==> src/common/memctrl_pkg.sv <==
// Shared operation encodings and default cache geometry
// Geometry defaults are only defaults; the top level passes its own values down
// Set, way and word counts are expected to be powers of two of at least 2
package memctrl_pkg;

    // Directory operation of the current cycle
    typedef enum logic [1:0] {
        DIR_IDLE   = 2'd0,
        DIR_CLEAR  = 2'd1,
        DIR_LOOKUP = 2'd2,
        DIR_REFILL = 2'd3
    } dir_op_e;

    // Data array operation of the current cycle
    typedef enum logic [1:0] {
        DATA_IDLE   = 2'd0,
        DATA_READ   = 2'd1,
        DATA_WRITE  = 2'd2,
        DATA_REFILL = 2'd3
    } data_op_e;

    // Default geometry
    localparam int unsigned DEF_NUM_WAYS   = 4;
    localparam int unsigned DEF_NUM_SETS   = 16;
    localparam int unsigned DEF_TAG_WIDTH  = 20;
    localparam int unsigned DEF_WORD_WIDTH = 32;
    localparam int unsigned DEF_LINE_WORDS = 4;

endpackage

==> src/dir/dir_way.sv <==
`timescale 1ns/1ps
// One directory way: entry RAM, lookup tag register and tag compare
// hit_o and valid_o reflect the set of the last lookup, one cycle later
module dir_way
    import memctrl_pkg::*;
#(
    parameter int unsigned NUM_SETS  = DEF_NUM_SETS,
    parameter int unsigned TAG_WIDTH = DEF_TAG_WIDTH,
    localparam int unsigned SET_W    = $clog2(NUM_SETS)
) (
    input  logic                 clk_i,
    input  logic                 cs_i,
    input  logic                 we_i,
    input  logic [SET_W-1:0]     addr_i,
    input  logic [TAG_WIDTH:0]   wentry_i,
    input  logic [TAG_WIDTH-1:0] tag_i,
    output logic                 hit_o,
    output logic                 valid_o
);

    typedef struct packed {
        logic                 valid;
        logic [TAG_WIDTH-1:0] tag;
    } dir_entry_t;

    dir_entry_t           rentry;
    logic [TAG_WIDTH-1:0] tag_q;

    cache_sram #(
        .DEPTH   (NUM_SETS),
        .entry_t (dir_entry_t)
    ) u_dir_ram (
        .clk_i   (clk_i),
        .cs_i    (cs_i),
        .we_i    (we_i),
        .addr_i  (addr_i),
        .wdata_i (dir_entry_t'(wentry_i)),
        .rdata_o (rentry)
    );

    // Lookup tag lines up with the entry read in the same cycle
    always_ff @(posedge clk_i) begin
        if (cs_i && !we_i) begin
            tag_q <= tag_i;
        end
    end

    assign valid_o = rentry.valid;
    assign hit_o   = rentry.valid && (rentry.tag == tag_q);

endmodule

==> src/cache_sram.sv <==
`timescale 1ns/1ps
// Single-port synchronous RAM, one access per cycle
// Read data appears one cycle after a chip-selected read and holds otherwise
// Contents are undefined after power-up; callers clear what they rely on
module cache_sram #(
    parameter int unsigned DEPTH   = 16,
    parameter type         entry_t = logic [31:0],
    localparam int unsigned ADDR_W = $clog2(DEPTH)
) (
    input  logic              clk_i,
    input  logic              cs_i,
    input  logic              we_i,
    input  logic [ADDR_W-1:0] addr_i,
    input  entry_t            wdata_i,
    output entry_t            rdata_o
);

    entry_t mem [DEPTH];

    always_ff @(posedge clk_i) begin
        if (cs_i) begin
            if (we_i) begin
                mem[addr_i] <= wdata_i;
            end else begin
                rdata_o <= mem[addr_i];
            end
        end
    end

    // Write strobes must come with a chip select from the request muxes
    we_needs_cs_a: assert property (@(posedge clk_i) we_i |-> cs_i)
        else $error("cache_sram: write enable without chip select");

endmodule

==> config.mk <==
export PLATFORM = sky130hd
export DESIGN_NAME = dir_way
export DESIGN_NICKNAME = d
export VERILOG_FILES = /design/src/common/memctrl_pkg.sv /design/src/dir/dir_way.sv /design/src/cache_sram.sv
export SDC_FILE = /design/constraint.sdc
export NUM_CORES = 1
export LEC_CHECK = 0
export BUFFER_PORTS_ARGS = -buffer_cell sky130_fd_sc_hd__clkbuf_2
export CAP_MARGIN = 20
export CORE_ASPECT_RATIO = 0.7
export CORE_MARGIN = 1.5
export CORE_UTILIZATION = 25
export DETAILED_ROUTE_END_ITERATION = 7
export SLEW_MARGIN = 40
export SYNTH_ARGS = -nofsm -noshare
export SYNTH_HDL_FRONTEND = slang
export SYNTH_SLANG_ARGS = --single-unit
==> constraint.sdc <==
create_clock -name clk_i -period 5.6 [get_ports clk_i]
set_input_delay 0 -clock clk_i [delete_from_list [all_inputs] [get_ports clk_i]]
set_output_delay 0 -clock clk_i [all_outputs]
set_load 0.03 [all_outputs]
# Word level (Yosys, flattened, before mapping)
# Memories as Yosys holds them, arrays and structs flattened. A register that Yosys moved wholly into a read port is not among the register bits.
# Cells that the tools add are included.
[word_totals]
reg_bits = 20
memories = 1
in_bits = 48
ram_bits = 336
out_inout_bits = 2
[mem_list]
columns = ["name", "words", "word_bits", "read_ports", "rd_ports_with_merged_regs", "wr", "line_no", "source"]
rows = [
  ["u_dir_ram.mem", 16, 21, 1, 1, 1, "cache_sram.sv:18", "entry_t mem [DEPTH];"],
]
[classes]
mux = 3
n_reduce_logical = 4
n_eq_ne = 1
bitwise = 1
[op_table]
columns = ["operator", "n"]
rows = [
  ["== test 20 bit", 1],
  ["two-way mux 1 bit", 3],
  ["logical AND 1 bit", 2],
  ["AND reduction 2 bit", 1],
  ["logical NOT 1 bit", 1],
  ["inverter 1 bit", 1],
]

# Longest topological paths before layout
# Gate-level depths: netlist of run 1.
[logic_depth]
word_depth = 3
depth_mapped = 6

# By module
# Synthesis of run 1 repeated with hierarchy kept, for this count alone.
[unflattened]
hier_cells = 611
area_unflattened_um2 = 14271.2
[by_module_without_submodules]
columns = ["module", "area_per_inst_um2", "seq_area_each_um2", "cells_per_inst", "n_inst"]
rows = [
  ["cache_sram", 13440.4, 10720.3, 563, 1],
  ["dir_way", 830.8, 600.6, 48, 1],
]

# Worst setup path before layout of run 1
# OpenSTA, ideal clock, no wires.
[synth_timing]
path_type = "input-to-reg"
startpoint = "input addr_i[1]"
endpoint = "memory u_dir_ram.mem[0][0] (netlist bit) (enable)"
stages = 4
arrival_time_ps = 2255
setup_ps = 426
path_buffers = 2
setup_slack_ps = 2919
cell_sequence = "buf_2 -> clkbuf_1 -> or3_1 -> nor3_1"
[synth_rtl]
columns = ["item", "line_no", "source"]
rows = [
  ["start: declaration", "dir_way.sv:14", "input logic [SET_W-1:0] addr_i,"],
  ["end: declaration", "cache_sram.sv:18", ""],
]
# Straight into the memory's write port.

# Worst setup path in the final report of run 1
[layout_timing]
startpoint = "register tag_q[14]"
endpoint = "output hit_o"
[layout_between]
elab_chain_cells = 2
[layout_rtl]
columns = ["item", "line_no", "source"]
rows = [
  ["start: declaration", "dir_way.sv:27", "logic [TAG_WIDTH-1:0] tag_q;"],
  ["start signal: assignment", "dir_way.sv:44", "tag_q <= tag_i;"],
  ["== test 20 bit", "dir_way.sv:49", "assign hit_o = rentry.valid && (rentry.tag == tag_q);"],
  ["logical AND 1 bit", "dir_way.sv:49", ""],
  ["end: declaration", "dir_way.sv:17", "output logic hit_o,"],
]
# Every way passes these cells.

==> impl_metrics.csv, run 1 <==
group,metric,value,unit
timing,clock.fmax,373.9,MHz
place,port_buffers,49,
routing,firstDrtPassIters,5,
critical_path,critPathKind,"flip-flop to output port",
power_and_ir_drop,power.internal,4856,uW
clocking,clkLatencyLatePin,520,ps
power_and_ir_drop,seqPwrFrac,52.3,%
power_and_ir_drop,power.switching,1211,uW
floorplan,initial_core_util,25.22,%
logic_synthesis,yosysTopAreaCellShare,79.40,%
logic_synthesis,yosysWarnings,0,
grt,antenna_found_initial,2,
clocking,clkTransAtPathRegs,70,ps
logic_synthesis,netlist_top_cells_area,"edfxtp_1, mux4_2, a22oi_2",
logic_synthesis,synth_top_area_cell,"edfxtp_1",
layout,multiInputGateArea,2823,sq um
timing,finalSetupViolations,0,
logic_synthesis,netlist_area,14260,sq um
floorplan,core-area,56540,sq um
layout,nNetsFinal,782,
timing,worstMarginPinSlew,795.4,ps
timing,finClkSkew,11.99,ps
logic_synthesis,synth_nets,659,
timing,min_period_over_period,47.76,%
routing,drt_iter0_drc,778,
logic_synthesis,ys_ff_latch,377,
clocking,cts_max_level,2,
routing,via_per_inst,4.505,
critical_path,cp-start-kind,"flip-flop",
grt,grt_pass1_wl,47600,microns
status,status,"completed",
clocking,cts_resized,0,
routing,wirelength,32660,microns
logic_synthesis,synthDistinctLibCells,24,
place,finalWeightedCongestion,0.7210,
floorplan,die_width,288.4,microns
routing,drcViolationCount,0,
power_and_ir_drop,powerDensity,352.4,nW/um^2
logic_synthesis,syn_inst,611,
clocking,cts-root-buf,"clkbuf_16",
layout,syn_to_final_growth,20.74,%
timing,rsz0062_at_grt,"no",
timing,maxSlewViolCount,0,
layout,post-route-util,30.45,%
floorplan,die_h,202.8,microns
power_and_ir_drop,ir_worst_vdd,183.0,uV
timing,fin_crit,2675,ps
power_and_ir_drop,clkPwrFrac,42.8,%
timing,whs,129.0,ps
routing,postRouteAntennaNets,0,
grt,grt_max_degree,49,
hold_path,hold_path.class,"input port to flip-flop",
layout,layout-drive-gt1-share,33.03,%
clocking,clockBufferDepth,3,
clocking,clock-sinks,377,
timing,fin_tns_setup,0,ps
flow_run,cap_viol_max_count,0,
layout,fillerInstances,5398,
power_and_ir_drop,pwr-share-comb,4.9,%
critical_path,cp_max_fo,1,
floorplan,rows,73,
critical_path,crit_path_end_kind,"output port",
clocking,cts_buffers,35,
timing,hold_viol,0,
grt,grt_use_total,11.26,%
critical_path,cp.arrival,2670,ps
clocking,cts_setup_buffers,0,
timing,max_slew_margin,46.68,%
clocking,tritoncts,"yes",
power_and_ir_drop,power.leakage,0.005372,uW
place,detailed_place_hpwl,18880,microns
clocking,hold_buffers,44,
layout,area.sequential,11320,sq um
logic_synthesis,seq_area_frac_synth,79.40,%
critical_path,crit_required,5600,ps
grt,grt_overflow,0,
grt,first_global_vias,6865,
floorplan,die-area,58490,sq um
routing,wl_per_cell,21.63,microns
routing,vias,6802,
layout,diodes,0,
floorplan,io_pins,50,
logic_synthesis,syn_avg_cell_area,23.33,sq um
power_and_ir_drop,p_sw_share,19.95,%
[placed cells by master, fill, tap and decap left out, types with 12 or more instances in the layout]
master         Yosys  routed
edfxtp_1         377     377
mux4_2            84      84
clkbuf_2           0      47
dlygate4sd3_1      0      44
clkbuf_16          0      37
nand2_1           24      24
a22oi_1           22      22
buf_4              4      22
a22oi_2           20      20
nor2_2             0      12
xnor2_1           12      12
[flip-flops by register name (all words and copies together) (netlist names)]
name	count
tag_q	20
u_dir_ram.rdata_o	21
u_dir_ram.mem	336
[kinds of logic after synthesis]
| logic type | Yosys count | synth area share [%] |
|---|---|---|
| xor gates and xnor gates | 20 | 1.229 |
| and+or+nand+nor | 58 | 1.852 |
| AOI/OAI and AO/OA | 42 | 2.914 |
| buffers and inverters | 30 | 1.334 |
| DFF | 377 | 79.40 |
| muxes | 84 | 13.27 |
[worst max-delay path, cell delays in order, from the launching register on]
cell and delay (ps):
edfxtp_1 400, xor2_1 180, nor4_1 520, nand4_1 430
nor4_1 360, clkbuf_2 260
[layout make-up]
type                    instances  area share, %
clock buffers                  40          5.444
clock inverters                23          1.839
multi-input cells             204          16.40
flip-flops and latches        377          65.77
well taps                     750          5.451
repair buffers                116          5.102
[power groups by stage]
| stage | Sequential (uW) | Clock [uW] | Combinational, uW |
|---|---|---|---|
| floorplan | 3230 | 0 | 163 |
| global placement | 3230 | 0 | 270 |
| detailed placement | 3230 | 0 | 274 |
| CTS | 3170 | 2650 | 301 |
| global route | 3170 | 2790 | 322 |
| finish | 3170 | 2600 | 296 |
[final timing paths]
kind / start / to / slack, ps / depth (start not counted)
max: tag_q[14]$_DFFE_PP_ / hit_o / 2930 / 5
min: addr_i[3] / u_dir_ram.mem[3][14]$_DFFE_PP_ / 130 / 2
max reg2reg: u_dir_ram.mem[10][13]$_DFFE_PP_ / u_dir_ram.rdata_o[13]$_DFFE_PP_ / 4060 / 3
min reg2reg: u_dir_ram.mem[14][15]$_DFFE_PP_ / u_dir_ram.rdata_o[15]$_DFFE_PP_ / 750 / 3
[Yosys cell counts]
library cell / n
nand2b_1: 2
or3_1: 1
buf_8: 1
buf_6: 1
clkbuf_1: 10
nor4_1: 3
buf_1: 3
nor2b_1: 3
buf_2: 9
nand4b_1: 1
nor3_1: 4
xnor2_1: 12
buf_4: 4
and2_1: 1
nor2_1: 14
a22oi_1: 22
a22oi_2: 20
nand2_1: 24
edfxtp_1: 377
buf_12: 2
nand3_1: 1
xor2_1: 8
mux4_2: 84
nand4_1: 4
[through the flow]
| stage | setup slack (ps) | area [sq um] | std cells | power, uW |
|---|---|---|---|---|
| 4_1_cts | 2764 | 17210 | 1510 | 6127 |
| 3_3_place_gp | 2586 | 15490 | 1402 | 3502 |
| 2_1_floorplan | 2919 | 14260 | 611 | 3393 |
| 5_1_grt | 2759 | 17210 | 1510 | 6281 |
| 6_report | 2925 | 17210 | 1510 | 6067 |
| 3_5_place_dp | 2605 | 15510 | 1403 | 3507 |
[per-layer routing]
layer  up-vias  global-route usage (%)  routed length (microns)  part of all wire (%)
met1      3666                   17.78                    15860                    49
li1       2830                       -                        -                     -
met5         -                       0                       17                 0.052
met4         2                   2.487                      503                   1.5
met3        47                   2.663                     2535                   7.8
met2       257                   15.40                    13740                    42
(Power assumes the default switching activity.)
==> inputs of run 2 (changes only) <==
==> constraint.sdc (replaced) <==
create_clock -name clk_i -period 2.2 [get_ports clk_i]
set_input_delay 0 -clock clk_i [delete_from_list [all_inputs] [get_ports clk_i]]
set_output_delay 0 -clock clk_i [all_outputs]
set_load 0.03 [all_outputs]
==> run 2 against run 1 <==
Net effect: the flow now finishes with violations (negative setup slack); clock skew is 5.0 ps higher; combinational power grew to 2.7 times the previous value; sequential power increased to 2.5 times the previous value; cell count rose by 0.73%; non-clock buffer count up 17; global-route usage hardly changed; wire length barely moved; critical endpoint unchanged.
==> impl_metrics.csv, run 2 (synthesized netlist as in run 1, its figures left out) <==
group,metric,value,unit
layout,diodes,0,
timing,clock.fmax,451.5,MHz
place,port_buffers,49,
grt,grt_pass1_wl,47620,microns
timing,hold_viol,0,
routing,wl_per_cell,21.45,microns
critical_path,cp_common_cell,"nor4_2",
floorplan,rows,73,
place,pre_cts_ws,217.5,ps
timing,maxSlewViolCount,0,
routing,drcViolationCount,0,
timing,fin_crit,2215,ps
power_and_ir_drop,power.leakage,0.005384,uW
place,finalWeightedCongestion,0.7081,
clocking,clkTransAtPathRegs,60,ps
hold_path,hp-start,"cs_i",
clocking,tritoncts,"yes",
critical_path,path_cells,"xor2_1 > nor4_2 > nand4_1 > nor4_2 > buf_4",
hold_path,hold_path.class,"input port to flip-flop",
grt,antenna_found_initial,1,
clocking,clockBufferDepth,3,
layout,syn_to_final_growth,21.13,%
critical_path,regToRegStartpoint,"u_dir_ram.mem[3][18]$_DFFE_PP_",
routing,firstDrtPassIters,5,
floorplan,core-area,56540,sq um
critical_path,cp_top_family,"simple AND/OR/NAND/NOR gates",
grt,first_global_vias,6977,
layout,nNetsFinal,798,
critical_path,crit_path_end_kind,"output port",
clocking,clock-sinks,377,
layout,regMostFlops,"u_dir_ram.mem",
timing,finClkSkew,17.00,ps
routing,drt_iter0_drc,501,
clocking,cts-root-buf,"clkbuf_16",
critical_path,crit_path_start,"u_dir_ram.rdata_o[14]$_DFFE_PP_",
timing,rsz0062_at_grt,"yes",
layout,final_area,17270,sq um
floorplan,die-area,58490,sq um
critical_path,cp-start-kind,"flip-flop",
layout,final_cell_mix,"edfxtp_1, mux4_2, clkbuf_2, dlygate4sd3_1, clkbuf_16",
critical_path,max_stage_delay,400,ps
routing,via_per_inst,4.410,
grt,grt_use_total,11.27,%
critical_path,cp.arrival,2210,ps
grt,grt_overflow,0,
floorplan,die_h,202.8,microns
grt,grt_max_degree,42,
place,detailed_place_hpwl,19570,microns
clocking,cts_setup_buffers,0,
clocking,cts_max_level,2,
timing,worstMarginPinSlew,704.2,ps
critical_path,cp_num_buf_inv,1,
status,violations,"negative setup slack",
power_and_ir_drop,ir_worst_vdd,527.3,uV
clocking,cts_buffers,34,
timing,whs,76.25,ps
layout,post-route-util,30.55,%
routing,vias,6708,
timing,max_slew_margin,53.05,%
power_and_ir_drop,powerDensity,831.4,nW/um^2
critical_path,cp_max_fo,1,
critical_path,critPathKind,"flip-flop to output port",
routing,wirelength,32630,microns
flow_run,cap_viol_max_count,0,
timing,finalSetupViolations,1,
layout,reg_top3,"u_dir_ram.mem (336), u_dir_ram.rdata_o (21), tag_q (20)",
status,status,"finished, violations left",
critical_path,crit_required,2200,ps
timing,min_period_over_period,100.7,%
power_and_ir_drop,finalPower,14360,uW
critical_path,critPathSlowestCell,"edfxtp_1",
layout,layout-drive-gt1-share,33.72,%
floorplan,io_pins,50,
floorplan,initial_core_util,25.22,%
clocking,clkLatencyLatePin,520,ps
timing,setup_ws,-14.98,ps
layout,final_common_cell,"edfxtp_1",
routing,postRouteAntennaNets,0,
floorplan,die_width,288.4,microns
layout,largest_reg_flops,336,
place,dpl-instance-area,15870,sq um
==> run 2: worst paths after layout <==
check             slack, ps                               to  cells after the start
setup / recovery        -10                            hit_o                      5
hold / removal           80   u_dir_ram.mem[3][17]$_DFFE_PP_                      4
setup reg to reg        540  u_dir_ram.rdata_o[18]$_DFFE_PP_                      3
hold reg to reg         740   u_dir_ram.rdata_o[5]$_DFFE_PP_                      3
==> run 2: per-layer routing <==
metal | vias up | track usage [%] | part of all wire, %
met3 | 35 | 2.348 | 6.2
met4 | 0 | 2.150 | 1.3
li1 | 2861 | - | -
met5 | - | 0 | 0
met2 | 197 | 15.66 | 42
met1 | 3615 | 17.92 | 50
==> run 2: stage by stage <==
step	TNS [ps]	instances
2_1_floorplan	0	611
3_3_place_gp	0	1423
3_5_place_dp	0	1423
4_1_cts	-193.0	1521
5_1_grt	-127.7	1521
6_report	-14.98	1521
==> run 2: worst register-to-register path, delay by kind of cell (launching register included) <==
kind | cells | cell delay (ps)
compound gates | 1 | 250
flops | 1 | 370
simple gates | 1 | 230
mux | 1 | 480
==> run 2: what timing repair did <==
action,4_1_cts,5_1_grt
hold endpoints to repair,356,0
pin swaps,1,2
hold buffers,41,0
resized for setup,2,2
setup endpoints to repair,1,1
==> run 2: power breakdown <==
| group | internal (uW) | switching [uW] |
|---|---|---|
| combinational | 353 | 445 |
| clock | 2920 | 2560 |
| sequential | 8030 | 39.1 |
==> run 2: layout make-up <==
class	count	area, sq um
clock buffer	43	905.9
clock inverter	14	73.82
fill	5402	39270
multi-input combinational	204	2854
sequential	377	11320
tap	750	938.4
timing repair buffer	133	1177
==> inputs of run 3 (changes only) <==
--- a/config.mk
+++ b/config.mk
@@ -11,6 +11,8 @@
 export CORE_MARGIN = 1.5
 export CORE_UTILIZATION = 25
 export DETAILED_ROUTE_END_ITERATION = 7
+export PLACE_DENSITY = 0.42
+export REMOVE_ABC_BUFFERS = 1
 export SLEW_MARGIN = 40
 export SYNTH_ARGS = -nofsm -noshare
 export SYNTH_HDL_FRONTEND = slang
==> run 3 against run 2 <==
Net effect: the flow still finishes with violations (negative setup slack); hold slack gained 51 ps; clock skew fell by 1.9 ps; design area increased by 2.0%; core utilization rose by 0.62 points; clock power grew 11%; cell count is 1.4% higher; largest cell class unchanged; highest routed layer is now met5.
==> impl_metrics.csv, run 3 (synthesized netlist as in run 1, its figures left out) <==
group,metric,value,unit
place,detailed_place_hpwl,22580,microns
critical_path,cp_max_fo,1,
layout,fillerInstances,5362,
grt,antenna_found_initial,4,
timing,fin_crit,2212,ps
critical_path,cp_top_family,"simple AND/OR/NAND/NOR gates",
status,status,"finished, violations left",
floorplan,io_pins,50,
layout,post-route-util,31.16,%
clocking,cts_setup_buffers,0,
clocking,clock-sinks,377,
power_and_ir_drop,power.leakage,0.005535,uW
power_and_ir_drop,power.switching,3118,uW
routing,via_per_inst,4.423,
grt,grt_max_degree,47,
critical_path,cp.arrival,2210,ps
critical_path,critPathSlowestCell,"edfxtp_1",
clocking,cts_buffers,37,
clocking,clkLatencyLatePin,530,ps
floorplan,die_width,288.4,microns
floorplan,core-area,56540,sq um
routing,wirelength,36230,microns
power_and_ir_drop,power.internal,11870,uW
power_and_ir_drop,finalPower,14990,uW
timing,maxSlewViolCount,0,
place,pre_cts_ws,317.5,ps
clocking,cts-root-buf,"clkbuf_16",
timing,whs,127.2,ps
power_and_ir_drop,ir_worst_vdd,427.2,uV
layout,regMostFlops,"u_dir_ram.mem",
clocking,cts_max_level,2,
critical_path,max_stage_delay,380,ps
critical_path,crit_required,2200,ps
layout,multiInputGateArea,2890,sq um
critical_path,critPathKind,"flip-flop to output port",
place,finalWeightedCongestion,0.7329,
critical_path,cp_num_buf_inv,1,
timing,finalSetupViolations,1,
timing,finClkSkew,15.07,ps
routing,postRouteAntennaNets,0,
timing,fin_tns_setup,-12.47,ps
floorplan,rows,73,
layout,final_common_cell,"edfxtp_1",
hold_path,hold_path.class,"input port to flip-flop",
critical_path,crit_path_end_kind,"output port",
power_and_ir_drop,p_sw_share,20.81,%
layout,syn_to_final_growth,23.58,%
clocking,tritoncts,"yes",
timing,clock.fmax,452.0,MHz
layout,largest_reg_flops,336,
timing,setup_ws,-12.47,ps
flow_run,cap_viol_max_count,0,
grt,first_global_vias,7247,
power_and_ir_drop,seqPwrFrac,53.9,%
critical_path,cp-start-kind,"flip-flop",
grt,grt_pass1_wl,52400,microns
clocking,clkTransAtPathRegs,60,ps
timing,min_period_over_period,100.6,%
power_and_ir_drop,powerDensity,850.5,nW/um^2
timing,rsz0062_at_grt,"yes",
timing,max_slew_margin,53.03,%
layout,reg_top3,"u_dir_ram.mem (336), u_dir_ram.rdata_o (21), tag_q (20)",
power_and_ir_drop,pwr-share-comb,5.6,%
grt,grt_overflow,0,
status,violations,"negative setup slack",
timing,hold_viol,0,
layout,nNetsFinal,814,
timing,worstMarginPinSlew,702.9,ps
power_and_ir_drop,clkPwrFrac,40.6,%
routing,drcViolationCount,0,
floorplan,die_h,202.8,microns
routing,wl_per_cell,23.50,microns
layout,final_cell_mix,"edfxtp_1, mux4_2, clkbuf_2, dlygate4sd3_1, clkbuf_16",
floorplan,initial_core_util,25.22,%
floorplan,die-area,58490,sq um
layout,layout-drive-gt1-share,35.15,%
routing,firstDrtPassIters,5,
layout,area.sequential,11320,sq um
clocking,clockBufferDepth,3,
routing,drt_iter0_drc,658,
place,port_buffers,49,
grt,grt_use_total,12.60,%
critical_path,path_cells,"xor2_1 > nor4_2 > nand4_1 > nor4_1 > buf_4",
routing,vias,6821,
[run 3: cell types whose count changed in the layout (fill, tap and decap cells not counted), sizes merged]
cell         change
inv              -1
dlygate4sd3      +2
clkinvlp         +1
bufinv           +2
buf             +11
clkbuf           +4
clkinv           +1
diode            +1
[run 3: repair_timing]
| item | in CTS | in global routing |
|---|---|---|
| hold endpoints to repair | 367 | 0 |
| hold buffers | 43 | 0 |
| setup endpoints to repair | 1 | 1 |
| gates cloned | 0 | 0 |
| resized for setup | 2 | 2 |
| pin swaps | 4 | 1 |
[run 3: power groups by stage]
stage	combinational, uW	sequential [uW]	clock (uW)
2_1_floorplan	330	8220	0
3_3_place_gp	778	8230	0
3_5_place_dp	781	8230	0
4_1_cts	847	8070	6280
5_1_grt	899	8080	6560
6_report	832	8070	6080
[run 3: worst paths after layout]
check | slack, ps | start | depth (start not counted) | end
max | -10 | u_dir_ram.rdata_o[8]$_DFFE_PP_ | 5 | hit_o
min | 130 | cs_i | 4 | u_dir_ram.mem[15][19]$_DFFE_PP_
max reg2reg | 700 | u_dir_ram.mem[11][15]$_DFFE_PP_ | 3 | u_dir_ram.rdata_o[15]$_DFFE_PP_
min reg2reg | 750 | u_dir_ram.mem[14][20]$_DFFE_PP_ | 3 | u_dir_ram.rdata_o[20]$_DFFE_PP_
[run 3: area by class of cell]
cell class              instances  share of cell area, %
repair buffers                146                  7.534
multi-input cells             204                  16.40
well taps                     750                  5.326
flip-flops and latches        377                  64.25
diodes                          1                0.01420
clock inverters                17                 0.7598
clock buffers                  47                  5.709
[run 3: stage by stage]
| step | area, sq um | cells |
|---|---|---|
| after global placement | 15970 | 1431 |
| after global routing | 17620 | 1541 |
| final | 17620 | 1542 |
| after floorplan | 14070 | 581 |
| after CTS | 17610 | 1541 |
| after detailed placement | 16030 | 1434 |
[run 3: worst min-delay path, cell delays in order]
cell and delay (ps):
clkbuf_2 120, nand4_1 90, buf_4 180, nor2_4 90
[run 3: layer usage]
metal	global-route usage, %	up-vias	part of all wire, %	routed length, microns
met5	0	-	0.075	27
met4	2.468	4	1.4	520
met3	2.831	47	5.8	2118
met2	17.42	173	41	14860
met1	19.94	3698	52	18700
li1	-	2899	-	-
